### src/display_pkg.sv
package display_pkg;

  // What the six digits are showing
  typedef enum logic [2:0] {
    disp_one_player = 3'd0,
    disp_two_player = 3'd1,
    disp_countdown  = 3'd2,
    disp_fight      = 3'd3,
    disp_p1_win     = 3'd4,
    disp_p2_win     = 3'd5,
    disp_draw       = 3'd6
  } disp_mode_e;

  // Digits first so a number casts straight to its glyph
  typedef enum logic [4:0] {
    g_0, g_1, g_2, g_3, g_4, g_5, g_6, g_7, g_8, g_9,
    g_p, g_f, g_i, g_g, g_h, g_t, g_w, g_n, g_e, g_q,
    g_blank
  } glyph_e;

  typedef struct packed {
    logic [6:0] hex5;
    logic [6:0] hex4;
    logic [6:0] hex3;
    logic [6:0] hex2;
    logic [6:0] hex1;
    logic [6:0] hex0;
  } hex_bus_t;

  // Bit 0 is segment a and the board drives the segments active low
  function automatic logic [6:0] seg_of(input glyph_e g);
    logic [6:0] lit;
    case (g)
      g_0:     lit = 7'h3f;
      g_1:     lit = 7'h06;
      g_2:     lit = 7'h5b;
      g_3:     lit = 7'h4f;
      g_4:     lit = 7'h66;
      g_5:     lit = 7'h6d;
      g_6:     lit = 7'h7d;
      g_7:     lit = 7'h07;
      g_8:     lit = 7'h7f;
      g_9:     lit = 7'h6f;
      g_p:     lit = 7'h73;
      g_f:     lit = 7'h71;
      g_i:     lit = 7'h30;  // Left-hand stroke
      g_g:     lit = 7'h3d;
      g_h:     lit = 7'h76;
      g_t:     lit = 7'h78;
      g_w:     lit = 7'h2a;  // Best effort on seven segments
      g_n:     lit = 7'h54;
      g_e:     lit = 7'h79;
      g_q:     lit = 7'h67;
      default: lit = 7'h00;  // Blank
    endcase
    return ~lit;
  endfunction

endpackage

### src/game_pkg.sv
package game_pkg;

  // Match timing
  localparam int TICKS_PER_SEC    = 60;  // Board clock is 60 Hz
  localparam int TICK_CNT_W       = $clog2(TICKS_PER_SEC);
  localparam int COUNTDOWN_SECS   = 4;
  localparam int KEY_LOCKOUT_SECS = 2;   // Dwell must exceed this

  // Datapath widths
  localparam int DUR_W    = 7;
  localparam int HEALTH_W = 3;

  // Match states
  typedef enum logic [2:0] {
    st_idle      = 3'd0,
    st_countdown = 3'd1,
    st_fight     = 3'd2,
    st_p1_win    = 3'd3,
    st_p2_win    = 3'd4,
    st_draw      = 3'd5
  } game_state_e;

  // Duration counter commands
  typedef enum logic [1:0] {
    tmr_hold  = 2'd0,
    tmr_count = 2'd1,
    tmr_clear = 2'd2
  } timer_cmd_e;

endpackage

### src/game_fsm.sv
`timescale 1ns/1ps

module game_fsm
  import game_pkg::*, display_pkg::*;
(
  input  logic                clk,
  input  logic                reset,
  input  logic [3:0]          key,
  input  logic                mode_1p,
  input  logic [HEALTH_W-1:0] p1_health,
  input  logic [HEALTH_W-1:0] p2_health,
  input  logic [DUR_W-1:0]    duration,
  input  logic [DUR_W-1:0]    dwell,
  output game_state_e         state,
  output timer_cmd_e          timer_cmd,
  output logic                state_changed,
  output disp_mode_e          disp_mode
);

  game_state_e next_state;
  logic        key_ok;
  logic        p1_dead;
  logic        p2_dead;

  // Keys are active low; key 0 is not a game key
  assign key_ok  = ~&key[3:1] && (dwell > DUR_W'(KEY_LOCKOUT_SECS));
  assign p1_dead = (p1_health == '0);
  assign p2_dead = (p2_health == '0);

  always_ff @(posedge clk) begin
    if (reset) begin
      state <= st_idle;
    end else begin
      state <= next_state;
    end
  end

  always_comb begin
    next_state = state;
    case (state)
      st_idle:      if (key_ok) next_state = st_countdown;
      st_countdown: if (duration == DUR_W'(COUNTDOWN_SECS)) next_state = st_fight;
      st_fight: begin
        if (p1_dead && p2_dead)  next_state = st_draw;
        else if (p1_dead)        next_state = st_p2_win;
        else if (p2_dead)        next_state = st_p1_win;
      end
      st_p1_win, st_p2_win, st_draw: if (key_ok) next_state = st_idle;
      default:      next_state = st_idle;  // Recover from bad encodings
    endcase
  end

  assign state_changed = (next_state != state);

  always_comb begin
    if (state_changed && (next_state inside {st_countdown, st_fight, st_idle})) begin
      timer_cmd = tmr_clear;  // Fresh count on entry
    end else begin
      case (state)
        st_countdown, st_fight:        timer_cmd = tmr_count;
        st_p1_win, st_p2_win, st_draw: timer_cmd = tmr_hold;  // Freeze match length
        default:                       timer_cmd = tmr_clear;
      endcase
    end
  end

  always_comb begin
    case (state)
      st_countdown: disp_mode = disp_countdown;
      st_fight:     disp_mode = disp_fight;
      st_p1_win:    disp_mode = disp_p1_win;
      st_p2_win:    disp_mode = disp_p2_win;
      st_draw:      disp_mode = disp_draw;
      default:      disp_mode = mode_1p ? disp_one_player : disp_two_player;
    endcase
  end

endmodule

### src/game_timer.sv
`timescale 1ns/1ps

module game_timer
  import game_pkg::*;
(
  input  logic             clk,
  input  logic             reset,
  input  logic             tick,
  input  timer_cmd_e       cmd,
  input  logic             state_changed,
  output logic [DUR_W-1:0] duration,
  output logic [DUR_W-1:0] dwell
);

  logic dwell_full;

  assign dwell_full = &dwell;

  // Match duration wraps at the top
  always_ff @(posedge clk) begin
    if (reset) begin
      duration <= '0;
    end else begin
      case (cmd)
        tmr_clear: duration <= '0;
        tmr_count: begin
          if (tick) begin
            duration <= duration + 1'b1;
          end
        end
        default: duration <= duration;  // Hold
      endcase
    end
  end

  // Seconds since the last state change saturate so a long
  // stay never falls back into the key lockout
  always_ff @(posedge clk) begin
    if (reset) begin
      dwell <= '0;
    end else if (state_changed) begin
      dwell <= '0;
    end else if (tick && !dwell_full) begin
      dwell <= dwell + 1'b1;
    end
  end

endmodule

### src/game_top.sv
`timescale 1ns/1ps

module game_top
  import game_pkg::*, display_pkg::*;
(
  input  logic                clk,
  input  logic                reset,
  input  logic [3:0]          key,
  input  logic [9:0]          sw,
  input  logic [HEALTH_W-1:0] player1_health,
  input  logic [HEALTH_W-1:0] player2_health,
  output game_state_e         game_state,
  output logic [DUR_W-1:0]    game_duration,
  output hex_bus_t            hex
);

  logic             tick;
  logic             state_changed;
  logic [DUR_W-1:0] dwell;
  timer_cmd_e       timer_cmd;
  disp_mode_e       disp_mode;

  tick_divider i_tick_divider (
    .clk   (clk),
    .reset (reset),
    .tick  (tick)
  );

  game_timer i_game_timer (
    .clk           (clk),
    .reset         (reset),
    .tick          (tick),
    .cmd           (timer_cmd),
    .state_changed (state_changed),
    .duration      (game_duration),
    .dwell         (dwell)
  );

  game_fsm i_game_fsm (
    .clk           (clk),
    .reset         (reset),
    .key           (key),
    .mode_1p       (sw[0]),  // Only switch 0 is used
    .p1_health     (player1_health),
    .p2_health     (player2_health),
    .duration      (game_duration),
    .dwell         (dwell),
    .state         (game_state),
    .timer_cmd     (timer_cmd),
    .state_changed (state_changed),
    .disp_mode     (disp_mode)
  );

  hex_text i_hex_text (
    .mode     (disp_mode),
    .duration (game_duration),
    .hex      (hex)
  );

endmodule

### src/hex_text.sv
`timescale 1ns/1ps

module hex_text
  import game_pkg::*, display_pkg::*;
(
  input  disp_mode_e       mode,
  input  logic [DUR_W-1:0] duration,
  output hex_bus_t         hex
);

  logic [DUR_W-1:0] tens;
  logic [DUR_W-1:0] ones;
  glyph_e           glyph [6];  // Index 5 is the leftmost digit

  assign tens = (duration / DUR_W'(10)) % DUR_W'(10);
  assign ones = duration % DUR_W'(10);

  always_comb begin
    for (int i = 0; i < 6; i++) begin
      glyph[i] = g_blank;
    end
    case (mode)
      disp_one_player: begin
        glyph[5] = g_1;
        glyph[4] = g_p;
      end
      disp_two_player: begin
        glyph[5] = g_2;
        glyph[4] = g_p;
      end
      disp_countdown: begin
        glyph[1] = glyph_e'(5'(tens));  // Two decimal digits on the right side
        glyph[0] = glyph_e'(5'(ones));
      end
      disp_fight: begin
        glyph[5] = g_f;
        glyph[4] = g_i;
        glyph[3] = g_g;
        glyph[2] = g_h;
        glyph[1] = g_t;
      end
      disp_p1_win, disp_p2_win: begin
        glyph[5] = g_p;
        glyph[4] = (mode == disp_p1_win) ? g_1 : g_2;
        glyph[2] = g_w;
        glyph[1] = g_i;
        glyph[0] = g_n;
      end
      disp_draw: begin
        glyph[5] = g_e;
        glyph[4] = g_q;
      end
      default: ;
    endcase
  end

  assign hex.hex5 = seg_of(glyph[5]);
  assign hex.hex4 = seg_of(glyph[4]);
  assign hex.hex3 = seg_of(glyph[3]);
  assign hex.hex2 = seg_of(glyph[2]);
  assign hex.hex1 = seg_of(glyph[1]);
  assign hex.hex0 = seg_of(glyph[0]);

endmodule

### src/tick_divider.sv
`timescale 1ns/1ps

module tick_divider
  import game_pkg::*;
(
  input  logic clk,
  input  logic reset,
  output logic tick
);

  logic [TICK_CNT_W-1:0] count;
  logic                  wrap;

  assign wrap = (count == TICK_CNT_W'(TICKS_PER_SEC - 1));

  always_ff @(posedge clk) begin
    if (reset) begin
      count <= '0;
      tick  <= 1'b0;
    end else begin
      count <= wrap ? '0 : count + 1'b1;
      tick  <= wrap;  // One-cycle enable once per second
    end
  end

endmodule

### config.mk
export PLATFORM = sky130hd
export DESIGN_NAME = game_top
export DESIGN_NICKNAME = d
export VERILOG_FILES = /design/src/display_pkg.sv /design/src/game_pkg.sv /design/src/game_fsm.sv /design/src/game_timer.sv /design/src/game_top.sv /design/src/hex_text.sv /design/src/tick_divider.sv
export SDC_FILE = /design/constraint.sdc
export NUM_CORES = 1
export LEC_CHECK = 0
export ABC_CLOCK_PERIOD_IN_PS = 4600
export BUFFER_PORTS_ARGS = -buffer_cell sky130_fd_sc_hd__buf_2
export CAP_MARGIN = 20
export CORE_AREA = 5 5 84 86
export DETAILED_ROUTE_END_ITERATION = 10
export DIE_AREA = 0 0 89 91
export PLACE_DENSITY = 0.79
export SYNTH_ARGS = -nofsm -noshare
export SYNTH_HDL_FRONTEND = slang
export SYNTH_SLANG_ARGS = --single-unit
### constraint.sdc
create_clock -name clk -period 4.6 [get_ports clk]
set_clock_uncertainty 0.1 [all_clocks]
set_input_delay 0 -clock clk [delete_from_list [all_inputs] [get_ports clk]]
set_output_delay 0 -clock clk [all_outputs]
set_load 0.005 [all_outputs]
Yosys cells after proc, flatten, opt, wreduce, memory -nomap -nowiden
Memories as Yosys holds them, arrays and structs flattened.
Cells that the tools add are included.
{"block": "word_totals", "input_bits": 22, "output_inout_bits": 52, "elab_cells": 83, "romBits": 1344, "register_bits": 24, "latchBits": 0, "mem_count": 6, "ram_bits": 0}
{"name": "(name not given)", "words": 32, "word_bits": 7, "read_ports": 1, "rd_ports_with_merged_regs": 0, "wr": 0, "line_no": "display_pkg.sv:33", "text": "case (g)"}
{"name": "(name not given)", "words": 32, "word_bits": 7, "read_ports": 1, "rd_ports_with_merged_regs": 0, "wr": 0, "line_no": "display_pkg.sv:33"}
{"name": "(name not given)", "words": 32, "word_bits": 7, "read_ports": 1, "rd_ports_with_merged_regs": 0, "wr": 0, "line_no": "display_pkg.sv:33"}
{"name": "(name not given)", "words": 32, "word_bits": 7, "read_ports": 1, "rd_ports_with_merged_regs": 0, "wr": 0, "line_no": "display_pkg.sv:33"}
{"name": "(name not given)", "words": 32, "word_bits": 7, "read_ports": 1, "rd_ports_with_merged_regs": 0, "wr": 0, "line_no": "display_pkg.sv:33"}
{"name": "(name not given)", "words": 32, "word_bits": 7, "read_ports": 1, "rd_ports_with_merged_regs": 0, "wr": 0, "line_no": "display_pkg.sv:33"}
{"block": "classes", "multipliers": 0, "n_addsub": 3, "n_eq_ne": 19, "shift": 0, "reduce_logical": 21, "bitwise": 6, "div": 3, "muxes": 19, "order_cmp": 1}
{"cell": "$pmux W10 S5", "count": 1}
{"cell": "$not A7 Y7", "count": 6}
{"cell": "$pmux W5 S2", "count": 2}
{"cell": "$mux W3", "count": 6}
{"cell": "$eq A3 B2 Y1 const B", "count": 5}
{"cell": "$eq A3 B3 Y1 const B", "count": 5}
{"cell": "$logic_not A3 Y1", "count": 5}
{"cell": "$pmux W3 S5", "count": 1}
{"cell": "$pmux W5 S3", "count": 1}
{"cell": "$add A7 B1 Y7 const B", "count": 2}
{"cell": "$mod A7 B4 Y7 const B", "count": 2}
{"cell": "$pmux W7 S2", "count": 1}
{"cell": "$pmux W3 S4", "count": 1}
{"cell": "$eq A3 B1 Y1 const B", "count": 3}
{"cell": "$reduce_or A2 Y1", "count": 4}
{"cell": "$div A7 B4 Y7 const B", "count": 1}
{"cell": "$eq A7 B3 Y1 const B", "count": 1}
{"cell": "$gt A7 B2 Y1 const B", "count": 1}
{"cell": "$mux W7", "count": 1}
{"cell": "$reduce_and A7 Y1", "count": 1}
{"cell": "$add A6 B1 Y6 const B", "count": 1}
{"cell": "$eq A6 B6 Y1 const B", "count": 1}
{"cell": "$mux W5", "count": 1}
{"cell": "$logic_and A1 B1 Y1", "count": 4}
{"cell": "13 further kinds", "count": 15}

Longest topological paths before layout
Gate-level depths: netlist of the first run.
{"block": "logic_depth", "word_depth": 12, "depth_mapped": 18, "depth_no_buf": 16}

Hierarchy
Synthesis of the first run repeated with hierarchy kept, for this count alone.
{"block": "hier_totals", "hier_cells": 450, "area_unflattened_um2": 3245.6}
{"mod": "hex_text", "cells_each": 277, "area_each_um2": 1831.8, "n_inst": 1}
{"mod": "game_timer", "cells_each": 87, "area_each_um2": 729.4, "n_inst": 1}
{"mod": "game_fsm", "cells_each": 60, "area_each_um2": 425.4, "n_inst": 1}
{"mod": "tick_divider", "cells_each": 26, "area_each_um2": 259.0, "n_inst": 1}

Least setup slack after synthesis of the first run
No wires, ideal clock.
{"block": "synth_timing", "path_kind": "register to output", "from": "reg i_game_timer.duration[4]", "to": "out hex[2] (netlist name)", "stages_incl_launch_ff": 18, "path_slack_ps": 1134, "path_buffers": 2, "arrival_ps": 3366, "path_cell_list": "dfxtp_1 -> buf_6 -> buf_6 -> nand2b_1 -> o32a_1 -> o32ai_1 -> nor2_1 -> ha_1 -> a2111oi_2 -> o21ai_2 -> and4_1 -> mux2i_2 -> inv_1 -> ha_1 -> inv_1 -> o31a_1 -> a31o_1 -> a22oi_1"}
{"element": "start: declaration", "line_no": "game_timer.sv:11", "text": "output logic [DUR_W-1:0] duration,"}
{"element": "start signal: assignment", "line_no": "game_timer.sv:28", "text": "duration <= duration + 1'b1;"}
{"element": "start signal: assignment", "line_no": "game_timer.sv:31", "text": "default: duration <= duration;"}
{"element": "end: declaration", "line_no": "game_top.sv:14", "text": "output hex_bus_t hex"}

==> results of run 1 <==
==> through the flow <==
stage / cell area, sq um / util [%] / power (mW)
floorplan: 3330 / - / 0.232
finish: 3700 / 59.7 / 0.421
global placement: 3610 / 58.2 / 0.241
global route: 3700 / 59.7 / 0.441
CTS: 3700 / 59.7 / 0.429
detailed placement: 3610 / 58.2 / 0.242
==> layout make-up <==
| cell class | instances | area (sq um) |
|---|---|---|
| timing repair buffer | 79 | 445 |
| tap | 77 | 96.3 |
| fill | 573 | 2500 |
| inverter | 29 | 109 |
| sequential | 24 | 480 |
| multi-input combinational | 378 | 2500 |
| clock buffer | 3 | 41.3 |
| clock inverter | 1 | 30.0 |
==> worst max-delay path, cell delays in order, from the launching register on <==
cell and delay, ps:
dfxtp_1 430, and2b_2 290, xnor2_1 140, o32ai_1 90, nor2_1 270, ha_1 380, inv_1 110, o21ai_0 180
a21o_1 210, and4_1 260, mux2i_2 450, ha_1 350, nor2_1 70, o21a_1 180, a311oi_1 240, buf_2 160
==> state kept, by name, indices dropped and copies added, names as in the netlist <==
signal and count:
i_game_fsm.state 3, i_tick_divider.tick 1, i_game_timer.dwell 7, i_tick_divider.count 6, i_game_timer.duration 7
==> power by group through the flow <==
stage / clock network (mW) / registers, mW / logic, mW
floorplan: 0 / 0.216 / 0.0157
global placement: 0 / 0.216 / 0.0251
detailed placement: 0 / 0.216 / 0.0256
CTS: 0.191 / 0.211 / 0.0265
global route: 0.199 / 0.212 / 0.0304
finish: 0.184 / 0.211 / 0.0263
==> worst paths after layout <==
kind / startpoint / endpoint / slack (ps) / cells past startpoint
hold / removal: key[2] / i_game_fsm.state[0] / 130 / 5
setup / recovery: i_game_timer.duration[3] / hex[4] / 420 / 15
setup reg to reg: i_game_timer.dwell[2] / i_game_timer.duration[5] / 2040 / 8
hold reg to reg: i_tick_divider.count[0] / i_tick_divider.count[0] / 350 / 1
==> layer usage <==
layer  routed length (um)  vias to the layer above  GRT usage [%]
met2                 4180                      137           36.1
met3                  524                       17           1.36
li1                     -                     1759              -
met5                    0                        -              0
met4                  111                        0           5.33
met1                 3820                     1594           29.1
==> repair_timing <==
item                                   in CTS  in global routing
endpoints found under the hold margin       4                  0
hold buffers                                2                  0
setup buffers                               0                  0
==> kinds of logic after synthesis <==
logic type                 count (synthesis)  share of synthesized area (%)
buffers and inverters                     65                           10.4
other                                      1                          0.113
xor gates and xnor gates                  18                           4.74
adders and majority gates                 29                           10.8
muxes                                      9                           2.86
AOI/OAI and AO/OA                        136                           29.3
DFF                                       24                           14.5
and+or+nand+nor                          184                           27.4
==> cells in the final DEF, fill, tap and decap left out, types with 8 or more instances in the layout <==
cell type  netlist  layout
inv_1           27      27
o21ai_0         25      25
ha_1            28      28
xnor2_1         10      10
xor2_1           8       8
a211oi_1         9       9
buf_2            8      61
dfxtp_1         24      24
buf_4           14      16
a21oi_1         27      27
nand3_1         17      17
nand2b_1        14      14
nor3_1           9       9
nand2_1         39      39
nor2_1          59      59
==> results.toml, run 1 <==
[job]
cap_violations = 0

[layout]
diodes = 0
layoutNonFillerInstCount = 591
drive_gt1_share_pct = 19.5
areaGrowthSynthToFinish_pct = 11.5
layout.nets = 565

[routing]
drtPass1Iterations = 5
drc = 0
vias = 3507
wl_um = 8640
via_per_inst = 5.93
wl_per_cell_um = 14.6
ant_nets = 0
first_iter_violations = 213

[clocking]
htree_levels = 1
cts_tree = "yes"
clk_latency_ps = 270
cts_sinks = 24
clkSlewWorstSetupHoldPaths_ps = 80
cts_buffers = 3
clock_path_buffers = 2
cts_resized = 0
cts_root_buf = "clkbuf_8"

[sta]
slew_viol_final = 0
setup_violations = 0
hold_violations = 0
holdWs_ps = 133
maxSlewHeadroom_pct = 60.5
min_period_ps = 4180
fin_ws_ps = 420
worst_slew_pin_slew_ps = 592
period_share_pct = 90.9
finalSetupTns_ps = 0
rsz0062_at_grt = "no"
fmax_mhz = 239

[placement]
gp_routability_congestion = 0.877
post-dp-hpwl_um = 6530
post-place-ws_ps = 725
dp.cells = 585
port_buffers = 61

[synth]
yosys.area.top_type_share_pct = 14.5
synth_area_leaders = "dfxtp_1 (14%), ha_1 (11%), nor2_1 (6.7%), nand2_1 (4.4%), a21oi_1 (4.1%)"
synthCells = 466
synth_most_common_cell = "nor2_1"
synth_area_sq_um = 3320
synth_area_per_cell_sq_um = 7.13
synth-warning-count = 0
yosysTopAreaCell = "dfxtp_1"
ys_seq_area_share_pct = 14.5
async_flop_share_pct = 0
synth-main-ff-cell = "dfxtp_1"
synth_cell_type_count = 82
synth_edf_count = 0
synth_common_cells = "nor2_1 (59), nand2_1 (39), ha_1 (28)"
ys_ff_latch = 24

[global_route]
grt_pass1_vias = 3210
grt_pass1_wl_um = 14800
grt_max_degree = 22
gr-total-overflow = 0
antenna_found_initial = 0
grt.total_usage_pct = 21.3

[power]
p_seq_share_pct = 50.1
combPwrFrac_pct = 6.3
leakagePower_nw = 1.51
powerDensity_nw_per_um2 = 114
internal-power_uw = 339
clockPowerShare_pct = 43.6
switching_share_pct = 19.6
irDropWorstVdd_uv = 250
p_sw_uw = 82.6

[die]
pin_count = 74
start_util_pct = 53.6
core.rowCount = 29
die_area_sq_um = 8100
die_height_um = 91
fp.dieW_um = 89
core_sq_um = 6200

[critical_path]
crit_fanout = 8
endpoint_kind = "primary output"
crit_arrival_ps = 4080
start_kind = "register"
cp_data_required_time_ps = 4500
crit_type = "register to primary output"

[hold_path]
hp-class = "input pin to register"

[status]
status = "finished, final reports clean"
Note: power is estimated with default switching activity, not from simulation.
==> run 2, diff against run 1 <==
--- a/config.mk
+++ b/config.mk
@@ -5,13 +5,13 @@
 export SDC_FILE = /design/constraint.sdc
 export NUM_CORES = 1
 export LEC_CHECK = 0
-export ABC_CLOCK_PERIOD_IN_PS = 4600
+export ABC_CLOCK_PERIOD_IN_PS = 3750
 export BUFFER_PORTS_ARGS = -buffer_cell sky130_fd_sc_hd__buf_2
 export CAP_MARGIN = 20
-export CORE_AREA = 5 5 84 86
+export CORE_AREA = 5 5 87 89
 export DETAILED_ROUTE_END_ITERATION = 10
-export DIE_AREA = 0 0 89 91
-export PLACE_DENSITY = 0.79
+export DIE_AREA = 0 0 92 94
+export PLACE_DENSITY = 0.78
 export SYNTH_ARGS = -nofsm -noshare
 export SYNTH_HDL_FRONTEND = slang
 export SYNTH_SLANG_ARGS = --single-unit
==> constraint.sdc (replaced) <==
create_clock -name clk -period 3.75 [get_ports clk]
set_clock_uncertainty 0.1 [all_clocks]
set_input_delay 0 -clock clk [delete_from_list [all_inputs] [get_ports clk]]
set_output_delay 0 -clock clk [all_outputs]
set_load 0.005 [all_outputs]
==> run 2 against run 1 <==
Against the previous run:
- setup slack worse by 340 ps
- critical path depth is 1 higher
- sequential power is 23% higher
- sequential share of layout area is 0.81 points lower
- power is 23% higher
- clock power is 22% higher
- clock-buffer cell count stayed put
- cell area is 8.0% higher
==> results.toml, run 2 (same netlist as run 1, synthesis figures left out) <==
[critical_path]
cp_data_required_time_ps = 3650
crit_type = "register to primary output"
start_kind = "register"
path_cells = "and2b_2, xnor2_2, o32ai_2, nor2_2, ha_4, a2111oi_4, o21ai_2, and4_4, mux2i_4, inv_2, ha_1, inv_1, o31a_1, a31o_1, a22oi_1, buf_2"
crit_fanout = 5
crit_arrival_ps = 3570
endpoint_kind = "primary output"
cp_slowest_stage_delay_ps = 370
crit_slowest_cell = "dfxtp_2"

[die]
die_area_sq_um = 8650
core_sq_um = 6680
start_util_pct = 49.7
pin_count = 74
die_height_um = 94
core.rowCount = 30
fp.dieW_um = 92

[routing]
drtPass1Iterations = 5
wl_um = 9100
wl_per_cell_um = 14.9
drc = 0
first_iter_violations = 227
ant_nets = 0
vias = 3586
via_per_inst = 5.86

[power]
p_seq_share_pct = 50.2
p_sw_uw = 101
powerDensity_nw_per_um2 = 129
switching_share_pct = 19.6
leakagePower_nw = 1.62
clockPowerShare_pct = 43.5
internal-power_uw = 416
irDropWorstVdd_uv = 310
combPwrFrac_pct = 6.3

[sta]
rsz0062_at_grt = "yes"
period_share_pct = 97.7
min_period_ps = 3670
setup_violations = 0
finalSetupTns_ps = 0
hold_violations = 0
fmax_mhz = 273
worst_slew_pin_slew_ps = 570
maxSlewHeadroom_pct = 61.9
slew_viol_final = 0

[global_route]
grt_max_degree = 21
grt_pass1_wl_um = 14400
antenna_found_initial = 0
grt_use_met2_pct = 34.4
grt_pass1_vias = 3237
use_met3_pct = 2.08
grt.busiest_layer = "met2"
gr-total-overflow = 0
grt.total_usage_pct = 19.3
use_met1_pct = 25.2

[job]
cap_violations = 0

[clocking]
clock_path_buffers = 2
clkSlewWorstSetupHoldPaths_ps = 80
clk_latency_ps = 270
cts_sinks = 24
cts_buffers = 3
cts_tree = "yes"
cts_root_buf = "clkbuf_8"
htree_levels = 1

[placement]
post-dp-hpwl_um = 6680
dp.cells = 596
port_buffers = 61
dpl_cell_area_sq_um = 3680
gp_routability_congestion = 0.925

[layout]
final_common_cell = "buf_2"
layout.nets = 583
top_regs = "i_game_timer.duration: 7 flops, i_game_timer.dwell: 7 flops, i_tick_divider.count: 6 flops"
areaGrowthSynthToFinish_pct = 20.4
diodes = 0
drive_gt1_share_pct = 26.5
final_core_util_pct = 59.9
layoutNonFillerInstCount = 612
fin_area_sq_um = 4000
layout_common_cells = "buf_2 (61), nor2_1 (57), nand2_1 (39), buf_4 (32)"

[hold_path]
hp-class = "input pin to register"

[status]
status = "finished, final reports clean"
[run 2: cell types whose count changed in the layout (fill, tap and decap cells not counted), sizes merged]
cell / previous run / this run
buf: 77 / 95
[run 2: final cells by class]
cell class	count	area, sq um
clock buffer	3	41.3
timing repair buffer	97	588
fill	616	2680
clock inverter	1	30.0
sequential	24	487
multi-input combinational	378	2650
tap	80	100
inverter	29	109
[run 2: worst paths after layout]
path,from,endpoint,slack (ps),cells past startpoint
min,player1_health[2],i_game_fsm.state[1],120,4
max reg2reg,i_game_timer.dwell[2],i_game_timer.duration[5],1210,8
min reg2reg,i_tick_divider.count[0],i_tick_divider.count[0],350,1
max,i_game_timer.duration[3],hex[2],80,16
[run 2: metal layers]
layer	vias to the layer above	part of all wire, %	wire length (um)
li1	1792	-	-
met1	1672	44	4010
met2	112	50	4580
met3	10	4.6	421
met4	0	0.93	85
met5	-	0	0
[run 2: worst max-delay path, delay by kind of cell, from the launching register on]
family	cells	cell delay (ps)
adders and majority gates	2	340
DFF	1	370
and+or+nand+nor	3	590
AOI/OAI and AO/OA	6	1340
muxes	1	230
xor gates and xnor gates	1	140
buffers and inverters	3	300
[run 2: power by group through the flow]
stage | clock (mW) | sequential [mW] | combinational (mW)
3_3_place_gp | 0 | 0.265 | 0.0306
4_1_cts | 0.228 | 0.259 | 0.0327
5_1_grt | 0.239 | 0.260 | 0.0379
2_1_floorplan | 0 | 0.265 | 0.0193
6_report | 0.225 | 0.259 | 0.0327
3_5_place_dp | 0 | 0.265 | 0.0316
[run 2: what timing repair did]
item	in CTS	in global routing
hold buffers	2	0
endpoints found under the setup margin	14	14
setup buffers	2	8
pin swaps	1	4
gates resized for setup	9	26
endpoints found under the hold margin	4	0
[run 2: metrics by stage]
step	power [mW]	hold WS, ps	setup slack, ps
final	0.517	119	84.9
after global routing	0.537	168	-108
after CTS	0.520	113	-4.18
after detailed placement	0.297	174	97.2
after global placement	0.296	161	207
after floorplan	0.284	-30.9	284
==> run 3, diff against run 2 <==
--- a/config.mk
+++ b/config.mk
@@ -5,13 +5,16 @@
 export SDC_FILE = /design/constraint.sdc
 export NUM_CORES = 1
 export LEC_CHECK = 0
+export ABC_AREA = 1
 export ABC_CLOCK_PERIOD_IN_PS = 3750
 export BUFFER_PORTS_ARGS = -buffer_cell sky130_fd_sc_hd__buf_2
 export CAP_MARGIN = 20
-export CORE_AREA = 5 5 87 89
+export CELL_PAD_IN_SITES_DETAIL_PLACEMENT = 2
+export CELL_PAD_IN_SITES_GLOBAL_PLACEMENT = 2
+export CORE_AREA = 5 5 114 116
 export DETAILED_ROUTE_END_ITERATION = 10
-export DIE_AREA = 0 0 92 94
-export PLACE_DENSITY = 0.78
+export DIE_AREA = 0 0 119 121
+export PLACE_DENSITY = 0.85
 export SYNTH_ARGS = -nofsm -noshare
 export SYNTH_HDL_FRONTEND = slang
 export SYNTH_SLANG_ARGS = --single-unit
==> run 3 against run 2 <==
Against the previous run:
- non-clock buffer count fell by 19
- clock-buffer cell count did not move
- sequential share of layout area rose by 1.5 points
- synthesized cell count rose by 2.1%
- wire length rose by 14%
- utilization fell by 29 points
- clock power rose by 2%
- critical endpoint is now hex[11]
- largest cell class unchanged
- largest power group unchanged
- highest routed layer unchanged
==> results.toml, run 3 <==
[clocking]
htree_levels = 1
clock_path_buffers = 2
cts_root_buf = "clkbuf_16"
cts_sinks = 24
cts_tree = "yes"
cts_buffers = 3
clkSlewWorstSetupHoldPaths_ps = 60
clk_latency_ps = 250

[critical_path]
cp_common_cell = "nand2_1"
r2r-start = "i_game_fsm.state[2]"
cp_slowest_stage_delay_ps = 370
cp-startpoint = "i_game_timer.duration[4]"
crit_arrival_ps = 3380
crit_slowest_cell = "dfxtp_4"
cp_data_required_time_ps = 3650
start_kind = "register"
endpoint_kind = "primary output"
crit_type = "register to primary output"
crit_fanout = 6

[routing]
vias = 3299
drc = 0
via_per_inst = 4.77
wl_per_cell_um = 15.0
wl_um = 10400
ant_nets = 0
first_iter_violations = 96
drtPass1Iterations = 4

[placement]
dpl_cell_area_sq_um = 3320
gp_routability_congestion = 0.809
post-dp-hpwl_um = 8550
port_buffers = 61

[global_route]
grt.total_usage_pct = 13.7
gr-total-overflow = 0
antenna_found_initial = 0
grt_pass1_wl_um = 17000
grt_pass1_vias = 3630
grt_max_degree = 14

[synth]
synth_area_per_cell_sq_um = 6.05
synth-warning-count = 0
synth_most_common_cell = "nand2_1"
synth_area_sq_um = 2880
ys_ff_latch = 24
yosysTopAreaCell = "dfxtp_1"
synth_cell_type_count = 41
yosys.area.top_type_share_pct = 16.7
synthCells = 476
async_flop_share_pct = 0
synth_edf_count = 0
synth-main-ff-cell = "dfxtp_1"
synth_common_cells = "nand2_1 (112), inv_1 (68), nor2_1 (54)"
synth_area_leaders = "dfxtp_1 (17%), nand2_1 (15%), ha_1 (12%), inv_1 (8.9%), nor2_1 (7.0%)"
ys_seq_area_share_pct = 16.7

[layout]
layout_common_cells = "nand2_1 (107), inv_1 (64), buf_2 (61), nor2_1 (54), nand3_1 (33)"
fin_area_sq_um = 3600
diodes = 0
areaGrowthSynthToFinish_pct = 25.1
final_core_util_pct = 30.5
layout.nets = 596
final_common_cell = "nand2_1"
drive_gt1_share_pct = 26.8
top_regs = "i_game_timer.duration: 7 flops, i_game_timer.dwell: 7 flops, i_tick_divider.count: 6 flops"

[job]
cap_violations = 0

[die]
fp.dieW_um = 119
start_util_pct = 24.4
core_sq_um = 11800
pin_count = 74
die_area_sq_um = 14400
core.rowCount = 40
die_height_um = 121

[sta]
maxSlewHeadroom_pct = 50.1
setup_violations = 0
fmax_mhz = 287
worst_slew_pin_slew_ps = 748
min_period_ps = 3480
hold_violations = 0
slew_viol_final = 0
period_share_pct = 92.8

[power]
leakagePower_nw = 1.65
powerDensity_nw_per_um2 = 143
irDropWorstVdd_uv = 149
total_power_uw = 516

[hold_path]
hp-class = "input pin to register"
hold_start = "player2_health[2]"

[status]
status = "finished, final reports clean"
-- run 3: cell count changes after synthesis, moves of 7 or more --
cell,change
xnor2_1,-8
a211oi_1,-7
mux2i_1,-7
nand2b_1,-14
o21ai_0,-11
nor2b_1,-7
inv_1,+41
inv_2,+12
nand3_1,+16
nand2_1,+73
-- run 3: path summary, 6_finish.rpt --
kind	end	slack, ps	cells after the start
setup / recovery	hex[11]	270	29
hold / removal	i_game_fsm.state[0]	170	6
setup reg to reg	i_game_timer.duration[1]	580	14
hold reg to reg	i_tick_divider.count[0]	350	1
-- run 3: per-layer routing --
| metal | GRT usage, % | routed length, um | vias up |
|---|---|---|---|
| li1 | - | - | 1645 |
| met1 | 15.7 | 4420 | 1602 |
| met2 | 27.3 | 5680 | 42 |
| met3 | 1.63 | 191 | 10 |
| met4 | 2.39 | 114 | 0 |
| met5 | 0 | 0 | - |
-- run 3: final cells by class --
type	count	area, sq um
Fill cell	1464	8210
Multi-Input combinational cell	358	2110
Sequential cell	24	492
Timing Repair Buffer	78	435
Inverter	81	304
Tap cell	147	184
Clock buffer	3	75.1
-- run 3: repair_timing --
| action | CTS | global route |
|---|---|---|
| pin swaps | 1 | 7 |
| gates resized for setup | 14 | 17 |
| hold endpoints to repair | 5 | 0 |
| hold buffers | 1 | 0 |
| setup endpoints to repair | 14 | 14 |
| setup buffers | 1 | 9 |
-- run 3: per-stage QoR --
stage	setup slack [ps]	hold slack, ps	instances	setup TNS, ps
after floorplan	697	-30.9	477	0
after global placement	228	172	677	0
after detailed placement	-64.7	194	677	-117
after CTS	8.86	163	682	0
after global routing	-72.4	227	691	-241
final	269	175	691	0
-- run 3: kinds of logic after synthesis --
logic type | Yosys count | share of synthesized area, %
simple gates | 248 | 39.3
buf+inv | 95 | 14.0
compound gates | 70 | 14.7
fa+ha+maj | 28 | 12.2
flops | 24 | 16.7
xor+xnor | 10 | 3.04
other cells | 1 | 0.130
-- run 3: worst max-delay path: cells and delay by family (launching register included) --
| family | cells | cell delay, ps |
|---|---|---|
| compound gates | 1 | 140 |
| simple gates | 21 | 1860 |
| fa+ha+maj | 2 | 320 |
| buf+inv | 5 | 440 |
| flops | 1 | 370 |
-- run 3: report_power, final --
group	internal, mW	leakage [nW]	total (mW)	switching [mW]
Combinational	0.0128	1.41	0.0295	0.0166
Sequential	0.255	0.196	0.257	0.00197
Clock	0.141	0.0370	0.229	0.0879
Total	0.409	1.65	0.516	0.106
